**src/rtl/alu_cfg.svh**
```systemverilog
`ifndef ALU_CFG_SVH
`define ALU_CFG_SVH

// Datapath width, shared by operands, results and flag word
`define DATA_WIDTH 16

// Register file geometry
`define REG_COUNT 8
`define REG_ADDR_WIDTH 3

`endif
```
**src/rtl/executePkg.sv**
```systemverilog
package executePkg;

    // Function codes, bits 15..12 of the instruction
    typedef enum logic [3:0] {
        NOP  = 4'd0,   // No operation
        SETC = 4'd1,   // Carry to 1
        CLRC = 4'd2,   // Carry to 0
        MOV1 = 4'd3,   // Pass op1
        MOV2 = 4'd4,   // Pass op2
        NOT  = 4'd5,   // Invert op1
        INC  = 4'd6,   // op1 + 1
        DEC  = 4'd7,   // op1 - 1
        ADD  = 4'd8,   // op1 + op2
        SUB  = 4'd9,   // op1 - op2
        AND  = 4'd10,  // Bitwise and
        OR   = 4'd11,  // Bitwise or
        SHL  = 4'd12,  // op1 << op2
        SHR  = 4'd13   // op1 >> op2
    } aluFunc;

    // Bit positions in the flag word
    localparam int unsigned FLAG_ZERO  = 0;
    localparam int unsigned FLAG_SIGN  = 1;
    localparam int unsigned FLAG_CARRY = 2;

    // Which flag bits an instruction loads
    typedef enum logic [1:0] {
        FLAGS_NONE       = 2'd0,  // Flags untouched
        FLAGS_ZS         = 2'd1,  // Zero and sign only
        FLAGS_ZSC        = 2'd2,  // Zero, sign and carry
        FLAGS_CARRY_ONLY = 2'd3   // SETC / CLRC
    } flagClass;

endpackage

```
**src/rtl/executeUnit.sv**
```systemverilog
`timescale 1ns/10ps

`include "alu_cfg.svh"

module executeUnit (
    input  logic                       clk,
    input  logic                       reset,
    input  logic [`DATA_WIDTH-1:0]     instr,
    input  logic                       instrValid,
    input  logic                       hostWrite,
    input  logic [`REG_ADDR_WIDTH-1:0] hostAddr,
    input  logic [`DATA_WIDTH-1:0]     hostData,
    output logic [`DATA_WIDTH-1:0]     result,
    output logic [`DATA_WIDTH-1:0]     flags
);
    import executePkg::*;

    aluFunc                     func;        // Decoded function
    logic [`REG_ADDR_WIDTH-1:0] rd;
    logic [`REG_ADDR_WIDTH-1:0] rs1;
    logic [`REG_ADDR_WIDTH-1:0] rs2;
    logic                       regWrite;    // Already gated by instrValid
    flagClass                   flagUpdate;  // Already gated by instrValid
    logic [`DATA_WIDTH-1:0]     op1;
    logic [`DATA_WIDTH-1:0]     op2;
    logic                       nextZero;
    logic                       nextSign;
    logic                       nextCarry;

    instrDecoder i_instrDecoder (
        .instr      (instr),
        .instrValid (instrValid),
        .func       (func),
        .rd         (rd),
        .rs1        (rs1),
        .rs2        (rs2),
        .regWrite   (regWrite),
        .flagUpdate (flagUpdate)
    );

    registerFile i_registerFile (
        .clk       (clk),
        .reset     (reset),
        .rs1       (rs1),
        .rs2       (rs2),
        .rd        (rd),
        .regWrite  (regWrite),
        .writeData (result),  // ALU result written back
        .hostWrite (hostWrite),
        .hostAddr  (hostAddr),
        .hostData  (hostData),
        .op1       (op1),
        .op2       (op2)
    );

    alu i_alu (
        .op1       (op1),
        .op2       (op2),
        .func      (func),
        .result    (result),
        .nextZero  (nextZero),
        .nextSign  (nextSign),
        .nextCarry (nextCarry)
    );

    flagRegister i_flagRegister (
        .clk        (clk),
        .reset      (reset),
        .flagUpdate (flagUpdate),
        .nextZero   (nextZero),
        .nextSign   (nextSign),
        .nextCarry  (nextCarry),
        .flags      (flags)
    );

endmodule

```
**src/rtl/flagRegister.sv**
```systemverilog
`timescale 1ns/10ps

`include "alu_cfg.svh"

module flagRegister (
    input  logic                   clk,
    input  logic                   reset,
    input  executePkg::flagClass   flagUpdate,
    input  logic                   nextZero,
    input  logic                   nextSign,
    input  logic                   nextCarry,
    output logic [`DATA_WIDTH-1:0] flags
);
    import executePkg::*;

    logic zeroBit;
    logic signBit;
    logic carryBit;
    logic loadZs;     // Zero and sign enable
    logic loadCarry;  // Carry enable

    assign loadZs    = (flagUpdate == FLAGS_ZS) || (flagUpdate == FLAGS_ZSC);
    assign loadCarry = (flagUpdate == FLAGS_ZSC) || (flagUpdate == FLAGS_CARRY_ONLY);

    always_ff @(posedge clk) begin
        if (reset) begin
            zeroBit  <= 1'b0;
            signBit  <= 1'b0;
            carryBit <= 1'b0;
        end else begin
            if (loadZs) begin
                zeroBit <= nextZero;
                signBit <= nextSign;
            end
            if (loadCarry) begin
                carryBit <= nextCarry;  // SETC, CLRC or arithmetic
            end
        end
    end

    // Pack into the flag word, upper bits stay zero
    always_comb begin
        flags             = '0;
        flags[FLAG_ZERO]  = zeroBit;
        flags[FLAG_SIGN]  = signBit;
        flags[FLAG_CARRY] = carryBit;
    end

endmodule

```
**src/rtl/alu.sv**
```systemverilog
`timescale 1ns/10ps

`include "alu_cfg.svh"

module alu (
    input  logic [`DATA_WIDTH-1:0] op1,
    input  logic [`DATA_WIDTH-1:0] op2,
    input  executePkg::aluFunc     func,
    output logic [`DATA_WIDTH-1:0] result,
    output logic                   nextZero,
    output logic                   nextSign,
    output logic                   nextCarry
);
    import executePkg::*;

    logic [`DATA_WIDTH:0] incSum;   // Carry in top bit
    logic [`DATA_WIDTH:0] decDiff;  // Borrow in top bit
    logic [`DATA_WIDTH:0] addSum;   // Carry in top bit
    logic [`DATA_WIDTH:0] subDiff;  // Borrow in top bit
    logic [`DATA_WIDTH:0] shlWide;  // {carry, result}
    logic [`DATA_WIDTH:0] shrWide;  // {result, carry}

    // 17-bit arithmetic, top bit is carry or borrow
    assign incSum  = {1'b0, op1} + {{`DATA_WIDTH{1'b0}}, 1'b1};
    assign decDiff = {1'b0, op1} - {{`DATA_WIDTH{1'b0}}, 1'b1};
    assign addSum  = {1'b0, op1} + {1'b0, op2};
    assign subDiff = {1'b0, op1} - {1'b0, op2};

    // Shift through a spare bit to catch the last bit out
    // Amount 0 leaves the spare bit at 0, amounts past 16 clear everything
    assign shlWide = {1'b0, op1} << op2;
    assign shrWide = {op1, 1'b0} >> op2;

    always_comb begin
        result    = '0;
        nextCarry = 1'b0;
        case (func)
            NOP: begin
                result    = '0;  // Nothing to do
                nextCarry = 1'b0;
            end
            SETC: begin
                result    = '0;
                nextCarry = 1'b1;  // Candidate carry set
            end
            CLRC: begin
                result    = '0;
                nextCarry = 1'b0;  // Candidate carry clear
            end
            MOV1: begin
                result = op1;
            end
            MOV2: begin
                result = op2;
            end
            NOT: begin
                result = ~op1;
            end
            INC: begin
                result    = incSum[`DATA_WIDTH-1:0];
                nextCarry = incSum[`DATA_WIDTH];    // Wrap from FFFF
            end
            DEC: begin
                result    = decDiff[`DATA_WIDTH-1:0];
                nextCarry = decDiff[`DATA_WIDTH];   // Borrow when op1 is 0
            end
            ADD: begin
                result    = addSum[`DATA_WIDTH-1:0];
                nextCarry = addSum[`DATA_WIDTH];
            end
            SUB: begin
                result    = subDiff[`DATA_WIDTH-1:0];
                nextCarry = subDiff[`DATA_WIDTH];   // op2 > op1
            end
            AND: begin
                result = op1 & op2;
            end
            OR: begin
                result = op1 | op2;
            end
            SHL: begin
                result    = shlWide[`DATA_WIDTH-1:0];
                nextCarry = shlWide[`DATA_WIDTH];   // Last bit out of the top
            end
            SHR: begin
                result    = shrWide[`DATA_WIDTH:1];
                nextCarry = shrWide[0];             // Last bit out of the bottom
            end
            default: begin
                result    = '0;  // Unused codes
                nextCarry = 1'b0;
            end
        endcase
    end

    // Zero and sign follow the result for every class
    assign nextZero = (result == '0);
    assign nextSign = result[`DATA_WIDTH-1];

endmodule

```
**src/rtl/registerFile.sv**
```systemverilog
`timescale 1ns/10ps

`include "alu_cfg.svh"

module registerFile (
    input  logic                       clk,
    input  logic                       reset,
    input  logic [`REG_ADDR_WIDTH-1:0] rs1,
    input  logic [`REG_ADDR_WIDTH-1:0] rs2,
    input  logic [`REG_ADDR_WIDTH-1:0] rd,
    input  logic                       regWrite,
    input  logic [`DATA_WIDTH-1:0]     writeData,
    input  logic                       hostWrite,
    input  logic [`REG_ADDR_WIDTH-1:0] hostAddr,
    input  logic [`DATA_WIDTH-1:0]     hostData,
    output logic [`DATA_WIDTH-1:0]     op1,
    output logic [`DATA_WIDTH-1:0]     op2
);

    logic [`DATA_WIDTH-1:0]     regs [`REG_COUNT];  // Register array
    logic                       wrEn;               // Merged write strobe
    logic [`REG_ADDR_WIDTH-1:0] wrAddr;
    logic [`DATA_WIDTH-1:0]     wrData;

    // Instruction write has priority, host write dropped on collision
    always_comb begin
        wrEn   = regWrite | hostWrite;
        wrAddr = regWrite ? rd : hostAddr;
        wrData = regWrite ? writeData : hostData;
    end

    always_ff @(posedge clk) begin
        if (reset) begin
            for (int i = 0; i < `REG_COUNT; i++) begin
                regs[i] <= '0;  // All registers start at zero
            end
        end else if (wrEn) begin
            regs[wrAddr] <= wrData;
        end
    end

    // Asynchronous reads, see last edge's write
    assign op1 = regs[rs1];
    assign op2 = regs[rs2];

endmodule

```
**src/rtl/instrDecoder.sv**
```systemverilog
`timescale 1ns/10ps

`include "alu_cfg.svh"

module instrDecoder (
    input  logic [`DATA_WIDTH-1:0]     instr,
    input  logic                       instrValid,
    output executePkg::aluFunc         func,
    output logic [`REG_ADDR_WIDTH-1:0] rd,
    output logic [`REG_ADDR_WIDTH-1:0] rs1,
    output logic [`REG_ADDR_WIDTH-1:0] rs2,
    output logic                       regWrite,
    output executePkg::flagClass       flagUpdate
);
    import executePkg::*;

    logic [3:0] funcCode;      // Raw function field
    logic       writesReg;     // Function has a destination
    flagClass   decodedClass;  // Flag class before validity gating

    assign funcCode = instr[15:12];
    assign rd       = instr[11:9];   // Destination
    assign rs1      = instr[8:6];    // First source
    assign rs2      = instr[5:3];    // Second source

    // Codes 14 and 15 fold onto NOP
    assign func = (funcCode > 4'(SHR)) ? NOP : aluFunc'(funcCode);

    always_comb begin
        writesReg    = 1'b0;
        decodedClass = FLAGS_NONE;
        case (func)
            SETC, CLRC: begin
                decodedClass = FLAGS_CARRY_ONLY;  // No register write
            end
            MOV1, MOV2, NOT, AND, OR: begin
                writesReg    = 1'b1;
                decodedClass = FLAGS_ZS;          // Logic ops keep carry
            end
            INC, DEC, ADD, SUB, SHL, SHR: begin
                writesReg    = 1'b1;
                decodedClass = FLAGS_ZSC;         // Arithmetic and shifts
            end
            default: begin
                writesReg    = 1'b0;              // NOP
                decodedClass = FLAGS_NONE;
            end
        endcase
    end

    // Only valid instructions reach state
    assign regWrite   = instrValid & writesReg;
    assign flagUpdate = instrValid ? decodedClass : FLAGS_NONE;

endmodule

```
**config.mk**
```make
export PLATFORM = sky130hd
export DESIGN_NAME = executeUnit
export DESIGN_NICKNAME = d
export VERILOG_FILES = /design/src/rtl/executePkg.sv /design/src/rtl/executeUnit.sv /design/src/rtl/flagRegister.sv /design/src/rtl/alu.sv /design/src/rtl/registerFile.sv /design/src/rtl/instrDecoder.sv
export VERILOG_INCLUDE_DIRS = /design/src /design/src/rtl
export SDC_FILE = /design/constraint.sdc
export NUM_CORES = 1
export LEC_CHECK = 0
export BUFFER_PORTS_ARGS = -buffer_cell sky130_fd_sc_hd__clkbuf_2
export CORE_ASPECT_RATIO = 1.1
export CORE_MARGIN = 3
export CORE_UTILIZATION = 35
export CTS_CLUSTER_DIAMETER = 40
export DETAILED_ROUTE_END_ITERATION = 8
export PLACE_DENSITY = 0.57
export REMOVE_ABC_BUFFERS = 1
export SLEW_MARGIN = 20
export SYNTH_ARGS = -nofsm -noshare
export SYNTH_HDL_FRONTEND = slang
export SYNTH_SLANG_ARGS = --single-unit
```
**constraint.sdc**
```tcl
create_clock -name clk -period 7.1 [get_ports clk]
set_input_delay 0.71 -clock clk [delete_from_list [all_inputs] [get_ports clk]]
set_output_delay 0.71 -clock clk [all_outputs]
set_load 0.005 [all_outputs]
```
# --- After elaboration in Yosys (flattened, before gate mapping) ---
# Memories as Yosys holds them, arrays and structs flattened.
# Cells that the tools add are included.
totals:
  regBits: 3
  latch_bits: 0
  ram_bits: 128
  mem_bits_ro: 0
  inputBits: 39
  out_inout_bits: 32
  wordCells: 56
  memories: 1
classes:
  addsub: 4
  mul: 0
  div: 0
  order_cmp: 1
  n_eq_ne: 16
  shift: 2
  mux: 16
  n_bitwise: 5
  reduce_logical: 8
mem_list:
  columns: ["name", "words", "width", "read_ports", "rd_clocked_by_memory_dff", "write_ports", "line", "text"]
  rows:
  - ["i_registerFile.regs", 8, 16, 2, 0, 8, "registerFile.sv:20", "logic [`DATA_WIDTH-1:0] regs [`REG_COUNT];"]
ops:
  columns: ["cell", "count"]
  rows:
  - ["16-bit one-hot mux with 11 select lines", 1]
  - ["16-bit 2-to-1 mux", 2]
  - ["4-bit == test, second input constant", 6]
  - ["16-bit by 1-bit adder with 17-bit output, second input constant", 1]
  - ["16-bit by 16-bit adder with 17-bit output", 1]
  - ["16-bit by 16-bit left shift with 17-bit output", 1]
  - ["17-bit by 16-bit right shift with 17-bit output", 1]
  - ["16-bit by 1-bit subtractor with 17-bit output, second input constant", 1]
  - ["16-bit by 16-bit subtractor with 17-bit output", 1]
  - ["16-bit bitwise AND", 1]
  - ["4-bit by 3-bit == test with 1-bit output, second input constant", 4]
  - ["16-bit zero test", 1]
  - ["16-bit NOT", 1]
  - ["16-bit bitwise OR", 1]
  - ["16-bit OR reduction", 1]
  - ["11-bit OR reduction", 1]
  - ["4-bit by 2-bit == test with 1-bit output, second input constant", 2]
  - ["1-bit 2-to-1 mux", 7]
  - ["1-bit one-hot mux with 7 select lines", 1]
  - ["3-bit 2-to-1 mux", 2]
  - ["2-bit one-hot mux with 3 select lines", 1]
  - ["6-bit OR reduction", 1]
  - ["5-bit OR reduction", 1]
  - ["2-bit == test, second input constant", 2]
  - ["other kinds (9)", 10]

# --- Longest topological paths before layout ---
# Gate-level depths: netlist of the first run.
depth:
  depth_word: 12
  mapped_depth: 22
  depth_no_buf: 18

# --- Modules after synthesis ---
# Synthesis of the first run repeated with hierarchy kept, for this count alone.
hier_totals:
  hier_cells: 1270
  hier_area_um2: 12799.8
modules_own_cells:
  columns: ["mod", "n_inst", "cells_per_inst", "area_each_um2", "seq_area_each_um2"]
  rows:
  - ["registerFile", 1, 440, 6971.7, 3843.7]
  - ["alu", 1, 774, 5402.7, 0.0]
  - ["flagRegister", 1, 30, 259.0, 60.1]
  - ["instrDecoder", 1, 26, 166.4, 0.0]

# --- Worst setup path before layout of the first run ---
# OpenSTA, ideal clock, no wires.
synth_timing:
  path_kind: "input-to-reg"
  from: "input port instr[3]"
  to: "register i_flagRegister.zeroBit"
  setup_ns: 0.088
  arrival_ns: 5.591
  required_time_ns: 7.012
  path_slack_ns: 1.420
  path_stages: 21
  path_buffers: 5
  path_cell_list: "buf_6 > buf_6 > mux4_2 > mux2i_4 > inv_2 > buf_6 > buf_6 > buf_6 > ha_1 > fa_1 > o21ba_2 > or4_1 > and2_1 > a221o_1 > a221oi_1 > o21ai_0 > a211oi_1 > o21ai_0 > or4_1 > or3_1 > o32ai_2"
synth_via:
  elab_chain_len: 4
  word_cells_on_any_way: 9
  cone_classes: "add/sub: 2; shift: 2; mux: 1; bitwise: 2; reduce/logical: 1; memory: 1"
synth_lines:
  columns: ["element", "line", "text"]
  rows:
  - ["start, declared", "executeUnit.sv:8", "input logic [`DATA_WIDTH-1:0] instr,"]
  - ["memory read 8 x 16 bit *", null, null]
  - ["16-bit by 16-bit subtractor with 17-bit output (tied with other cells)", "alu.sv:27", "assign subDiff = {1'b0, op1} - {1'b0, op2};"]
  - ["16-bit one-hot mux with 11 select lines *", "alu.sv:37", "case (func)"]
  - ["via result[6]", "executeUnit.sv:13", "output logic [`DATA_WIDTH-1:0] result,"]
  - ["16-bit zero test *", "alu.sv:97", "assign nextZero = (result == '0);"]
  - ["end signal, assigned", "flagRegister.sv:32", "zeroBit <= nextZero;"]
  - ["end, declared", "flagRegister.sv:16", "logic zeroBit;"]
# Mark *: on every way through the listed nets, which the timed path passes. The rest lies on a longest branch.
# A chain may end at the register's enable or synchronous reset.

# --- Final worst setup path of the first run ---
layout_timing:
  from: "input port instr[3]"
  to: "output port result[14]"
layout_via:
  elab_chain_len: 3
  word_cells_on_any_way: 8
  cone_classes: "add/sub: 2; shift: 2; mux: 1; bitwise: 2; memory: 1"
layout_lines:
  columns: ["element", "line"]
  rows:
  - ["memory read 8 x 16 bit *", null]
  - ["16-bit by 16-bit subtractor with 17-bit output (tied with other cells)", "alu.sv:27"]
  - ["16-bit one-hot mux with 11 select lines *", "alu.sv:37"]
  - ["end, declared", "executeUnit.sv:13"]
# Mark *: on every way between the ends. The rest lies on a longest branch, timed or not.

==> impl_metrics.json, run 1 <==
{
  "outcome": "finished, final reports clean",
  "grtUsageMet3_pct": 3.26,
  "synth_commonest_cells": "243 x nor2_1, 128 x edfxtp_1, 123 x nand2_1",
  "syn-cell-area_um2": 13000,
  "p_sw_mw": 1.10,
  "synth_cell_types": 93,
  "drtIter0Drc": 1362,
  "post_cts_resized": 0,
  "die_h_um": 208,
  "grt_pass1_vias": 11900,
  "ios": 71,
  "holdBufCountCts": 0,
  "dpl.hpwl_um": 37900,
  "async_flop_share_pct": 0,
  "yosys.area.top_type_share_pct": 29.7,
  "ctsHtreeMaxLevel": 4,
  "synth_top_family_by_area": "compound AO/OA/AOI/OAI gates",
  "seq_area_frac_synth_pct": 30.1,
  "diodes": 0,
  "syn2layout_area_growth_pct": 8.16,
  "port_buffers": 54,
  "ys.warnings.count": 0,
  "cts_made_buffers": 17,
  "drc": 0,
  "synthMuxAreaShare_pct": 15.6,
  "hp-class": "register to register",
  "synthAdderAreaFrac_pct": 5.33,
  "dieArea_um2": 39400,
  "ant_nets": 0,
  "cts_tree": "done",
  "met1_usage_pct": 33.0,
  "synth_flop_cell": "edfxtp_1",
  "ir_drop_mv": 0.168,
  "drive_gt1_share_pct": 14.4,
  "grt.total_usage_pct": 25.4,
  "critical_path_class": "input pin to output pin",
  "synth_area_per_cell_um2": 8.79,
  "root_buffer": "clkbuf_16",
  "power.density_nw_per_um2": 200,
  "yosys.area_share.xor_xnor_pct": 0.879,
  "synth_compound_area_share_pct": 20.7,
  "clkLatencyLatePin_ps": 430,
  "synth_edf_count": 128,
  "via_per_inst": 6.30,
  "drt-total-wl_um": 51300,
  "start_util_pct": 35.6,
  "fmax_ghz": 0.156,
  "grt_use_met2_pct": 42.6,
  "yosys-top-cells-area": "edfxtp_1 30%, mux4_2 7.1%, nor2_1 7.0%",
  "clk_path_buf_depth": 2,
  "endpoint_kind": "output pin",
  "yosysMostFrequentCell": "nor2_1",
  "finalMaxSlewViolations": 0,
  "rsz0062_at_grt": "false",
  "seqPwrFrac_pct": 33.0,
  "leakage_nw": 5.30,
  "p_int_mw": 1.70,
  "critPathMaxFanout": 20,
  "setup_viol": 0,
  "busiest_layer": "met2",
  "share_comb_of_total_power_pct": 40.2,
  "p_sw_share_pct": 39.3,
  "grt_pass1_wl_um": 75900,
  "worst_slew_pin_slew_ps": 1170,
  "wire_per_inst_um": 26.0,
  "postCtsSetupBuffers": 0,
  "drv_cap": 0,
  "first_pass_iters": 6,
  "hold_violations": 0,
  "cts_num_sinks": 131,
  "utilization_pct": 38.5,
  "period_minus_slack_ps": 6400,
  "cp.required_ps": 6390,
  "antenna_found_initial": 0,
  "totalNegativeSetupSlack_ps": 0,
  "skew_ps": 7.82,
  "finalCritPeriodShare_pct": 90.2,
  "cp.arrival_ps": 5690,
  "nets": 1572,
  "ff2ff_path_depth": 18,
  "vias": 12500,
  "max_slew_margin_pct": 22.3,
  "std_cell_rows": 73,
  "die_x_um": 189,
  "clk_pin_slew_ps": 60,
  "place_congestion": 0.970,
  "synth_top_area_cell": "edfxtp_1",
  "worstSetupStartpointType": "input pin",
  "yosys.area_share.simple_pct": 20.6,
  "synthCells": 1474,
  "grt_overflow_total": 0,
  "whs_path_depth": 2,
  "yosys_register_bits": 131,
  "power_frac_clock_pct": 26.8,
  "grt_max_degree": 42,
  "core-area_um2": 36400
}
[sequential cells by signal (all words and copies together) (netlist names)]
name                     flops
i_flagRegister.zeroBit       1
i_flagRegister.signBit       1
i_registerFile.regs        128
i_flagRegister.carryBit      1
[layout by cell type, fill, tap and decap left out, types with 9 or more instances in the layout]
cell,netlist,final
a211oi_1,14,14
mux4_2,41,41
buf_4,18,40
nand2_1,123,123
a21o_1,11,11
nor2_1,243,242
ha_1,52,52
o21ai_0,62,62
a21oi_1,83,83
o22ai_1,14,14
or4_1,11,11
edfxtp_1,128,128
clkbuf_16,0,17
nand2b_1,28,27
o211ai_1,23,23
a22oi_1,21,21
xnor2_1,12,12
conb_1,1,13
inv_1,43,43
o2111ai_1,10,10
o31ai_1,11,11
nand4_1,16,16
nor4_1,15,15
clkbuf_2,0,53
mux2i_1,85,84
o221ai_1,18,18
o21a_1,10,10
a31oi_1,16,16
inv_2,9,9
mux2_2,11,11
nand3_1,42,42
nor3_1,36,35
[worst max-delay path: stages]
cell and delay, ps:
clkbuf_2 510, mux4_2 630, mux2i_4 180, inv_2 80
ha_1 230, fa_1 500, o21ba_2 260, or4_1 420
a21oi_1 320, o311a_1 230, o22ai_1 150, o31ai_1 410
a221oi_1 140, a21oi_1 230, a311o_1 470, clkbuf_2 210
[path summary, 6_finish.rpt]
path	end	start	slack [ps]
hold / removal	i_flagRegister.carryBit$_SDFFE_PP0P_	i_flagRegister.carryBit$_SDFFE_PP0P_	460
setup reg to reg	i_registerFile.regs[6][14]$_SDFFCE_PN0P_	i_registerFile.regs[1][0]$_SDFFCE_PN0P_	1490
setup / recovery	result[14]	instr[3]	700
hold reg to reg	i_flagRegister.carryBit$_SDFFE_PP0P_	i_flagRegister.carryBit$_SDFFE_PP0P_	460
[routing by layer]
metal  vias up  part of all wire [%]
li1       5530                     -
met1      6096                    40
met2       694                    48
met3       142                   7.4
met4         0                   4.6
met5         -                     0
[stage by stage]
| stage | power [mW] | cells | cell area [um^2] | setup slack [ps] | hold WS, ps |
|---|---|---|---|---|---|
| CTS | 2.78 | 1976 | 14000 | 705 | 459 |
| floorplan | 1.60 | 1366 | 12300 | 821 | 447 |
| global placement | 2.02 | 1946 | 13500 | 724 | 453 |
| global route | 2.92 | 1977 | 14000 | 459 | 479 |
| finish | 2.81 | 1977 | 14000 | 698 | 458 |
| detailed placement | 2.03 | 1946 | 13500 | 677 | 452 |
[power groups by stage]
stage / Sequential (mW) / Clock [mW] / Combinational [mW]
after global placement: 0.939 / 0 / 1.09
after detailed placement: 0.941 / 0 / 1.09
after global routing: 0.930 / 0.785 / 1.21
after floorplan: 0.927 / 0 / 0.675
after CTS: 0.925 / 0.755 / 1.10
final: 0.926 / 0.751 / 1.13
[kinds of logic after synthesis]
family | count (synthesis)
adder cells (fa/ha/maj) | 54
AND/OR/NAND/NOR | 574
buffers and inverters | 173
AO/OA/AOI/OAI | 385
XOR/XNOR | 13
other | 1
flip-flops | 131
multiplexers | 143
[final cells by class]
| type | count | area [um^2] |
|---|---|---|
| Clock buffer | 22 | 444 |
| Clock inverter | 8 | 40.0 |
| Fill cell | 3766 | 22300 |
| Inverter | 53 | 199 |
| Multi-Input combinational cell | 1182 | 8240 |
| Sequential cell | 131 | 3900 |
| Tap cell | 487 | 609 |
| Timing Repair Buffer | 94 | 581 |
(Power assumes the default switching activity.)
==> run 2: changes to the inputs <==
--- a/config.mk
+++ b/config.mk
@@ -12,6 +12,7 @@
 export CORE_UTILIZATION = 35
 export CTS_CLUSTER_DIAMETER = 40
 export DETAILED_ROUTE_END_ITERATION = 8
+export MAX_ROUTING_LAYER = met4
 export PLACE_DENSITY = 0.57
 export REMOVE_ABC_BUFFERS = 1
 export SLEW_MARGIN = 20
==> impl_metrics.json, run 2 (synthesis gave the netlist of run 1 again) <==
{
  "dpl.hpwl_um": 37500,
  "whs_path_depth": 2,
  "largest_reg_flops": 128,
  "drive_gt1_share_pct": 14.4,
  "slowest_delay_ps": 510,
  "r2r_slack_ps": 1440,
  "utilization_pct": 38.8,
  "via_per_inst": 6.24,
  "rsz0062_at_grt": "false",
  "worstSetupStartpointType": "input pin",
  "wire_per_inst_um": 25.5,
  "ctsHtreeMaxLevel": 4,
  "drc": 0,
  "period_minus_slack_ps": 6530,
  "std_cell_rows": 73,
  "diodes": 0,
  "clkLatencyLatePin_ps": 430,
  "grt.total_usage_pct": 25.8,
  "crit_buf_inv": 2,
  "setup_viol": 0,
  "post_cts_resized": 0,
  "syn2layout_area_growth_pct": 8.74,
  "total_power_mw": 2.91,
  "ff2ff_path_depth": 16,
  "dp_cells": 1944,
  "endpoint_kind": "output pin",
  "leakage_nw": 5.32,
  "reg2reg_to": "i_flagRegister.zeroBit$_SDFFE_PP0P_",
  "final_cell_mix": "242 x nor2_1, 128 x edfxtp_1, 123 x nand2_1",
  "root_buffer": "clkbuf_16",
  "ios": 71,
  "port_buffers": 54,
  "min_from": "i_flagRegister.carryBit$_SDFFE_PP0P_",
  "grt_pass1_vias": 11700,
  "max_slew_margin_pct": 22.6,
  "holdBufCountCts": 0,
  "path_cells": "clkbuf_2, and2b_4, a22o_1, or2_2, ha_1, fa_1, o21ba_2, or4_1, a21oi_1, o311a_1, o22ai_1, o31ai_1, a221oi_1, a21oi_1, a311o_1, clkbuf_2",
  "cp.required_ps": 6390,
  "clk_pin_slew_ps": 60,
  "postCtsSetupBuffers": 0,
  "ant_nets": 0,
  "max_flop_register": "i_registerFile.regs",
  "hp-class": "register to register",
  "die_x_um": 189,
  "worst_slew_pin_slew_ps": 1160,
  "drt-total-wl_um": 50500,
  "drtIter0Drc": 1601,
  "fmax_ghz": 0.153,
  "clk_path_buf_depth": 2,
  "cts_tree": "done",
  "cts_made_buffers": 17,
  "outcome": "finished, final reports clean",
  "fin_cells": 1976,
  "dieArea_um2": 39400,
  "hold-path-endpoint": "i_flagRegister.carryBit$_SDFFE_PP0P_",
  "grt_pass1_wl_um": 75100,
  "cts_num_sinks": 131,
  "grt_max_degree": 65,
  "vias": 12300,
  "critPathMaxFanout": 15,
  "nets": 1569,
  "finalMaxSlewViolations": 0,
  "place_area_um2": 13500,
  "skew_ps": 7.69,
  "layout_commonest_cell": "nor2_1",
  "hold_violations": 0,
  "first_pass_iters": 6,
  "drv_cap": 0,
  "r2r_start": "i_registerFile.regs[5][0]$_SDFFCE_PN0P_",
  "place_congestion": 0.981,
  "ir_drop_mv": 0.218,
  "cp.arrival_ps": 5820,
  "antenna_found_initial": 1,
  "grt_overflow_total": 0,
  "cp_top_family": "compound AO/OA/AOI/OAI gates",
  "fin_area_um2": 14100,
  "totalNegativeSetupSlack_ps": 0,
  "die_h_um": 208,
  "core-area_um2": 36400,
  "start_util_pct": 35.6,
  "power.density_nw_per_um2": 207,
  "finalCritPeriodShare_pct": 92.0,
  "cp_slowest_cell": "fa_1",
  "critical_path_class": "input pin to output pin"
}
==> run 2: cell types whose count changed in the layout (fill, tap and decap cells not counted) <==
cell | before | now
nand2b_2 | 1 | 2
buf_4 | 40 | 37
nand2b_1 | 27 | 26
buf_12 | 0 | 1
buf_8 | 1 | 0
bufinv_16 | 0 | 3
clkinv_2 | 5 | 2
clkinvlp_4 | 1 | 3
clkbuf_1 | 5 | 2
clkinv_1 | 3 | 6
==> run 2: final cells by class <==
cell class | count | area (um^2)
clock inverter | 13 | 141
timing repair buffer | 91 | 563
fill | 3780 | 22300
tap | 487 | 609
clock buffer | 19 | 433
inverter | 53 | 199
multi-input combinational | 1182 | 8240
sequential | 131 | 3900
==> run 2: how the worst max path moves through the flow <==
stage / cells after the start / endpoint / slack (ps) / startpoint
2_1_floorplan: 14 / i_registerFile.regs[0][11]$_SDFFCE_PN0P_ / 820 / instr[3]
3_3_place_gp: 17 / i_registerFile.regs[1][14]$_SDFFCE_PN0P_ / 670 / instr[7]
3_5_place_dp: 19 / i_registerFile.regs[3][14]$_SDFFCE_PN0P_ / 610 / instr[7]
4_1_cts: 16 / result[14] / 660 / instr[7]
5_1_grt: 16 / result[14] / 390 / instr[7]
6_report: 16 / result[14] / 570 / instr[7]
==> run 2: per-stage QoR <==
step | hold WS (ps) | worst slack, ps
6_report | 461 | 569
3_5_place_dp | 453 | 605
5_1_grt | 480 | 395
3_3_place_gp | 452 | 668
4_1_cts | 461 | 662
2_1_floorplan | 447 | 821
==> run 2: layer usage <==
layer	vias up	GRT usage, %	part of all wire [%]
met5	-	-	0
met4	0	11.4	4.9
met3	138	2.47	7.1
met2	655	41.4	47
met1	6004	33.1	41
li1	5541	-	-
==> run 2: worst reg2reg max path, cell delays in order (launching register included) <==
cell	delay, ps
edfxtp_1	440
mux4_2	550
mux2i_4	190
inv_2	70
ha_1	220
fa_1	510
o21ba_2	260
or4_1	420
a21oi_1	340
o31ai_1	160
nand3_1	110
o41ai_1	80
nor4_1	490
o221ai_1	590
or3_1	520
or4_1	440
o32ai_2	200
==> run 2: where the power goes <==
group / leakage (nW) / internal, mW / total, mW / switching (mW)
clock network: 0.270 / 0.543 / 0.863 / 0.320
registers: 1.35 / 0.894 / 0.926 / 0.0317
logic: 3.70 / 0.372 / 1.12 / 0.752
total: 5.32 / 1.81 / 2.91 / 1.10
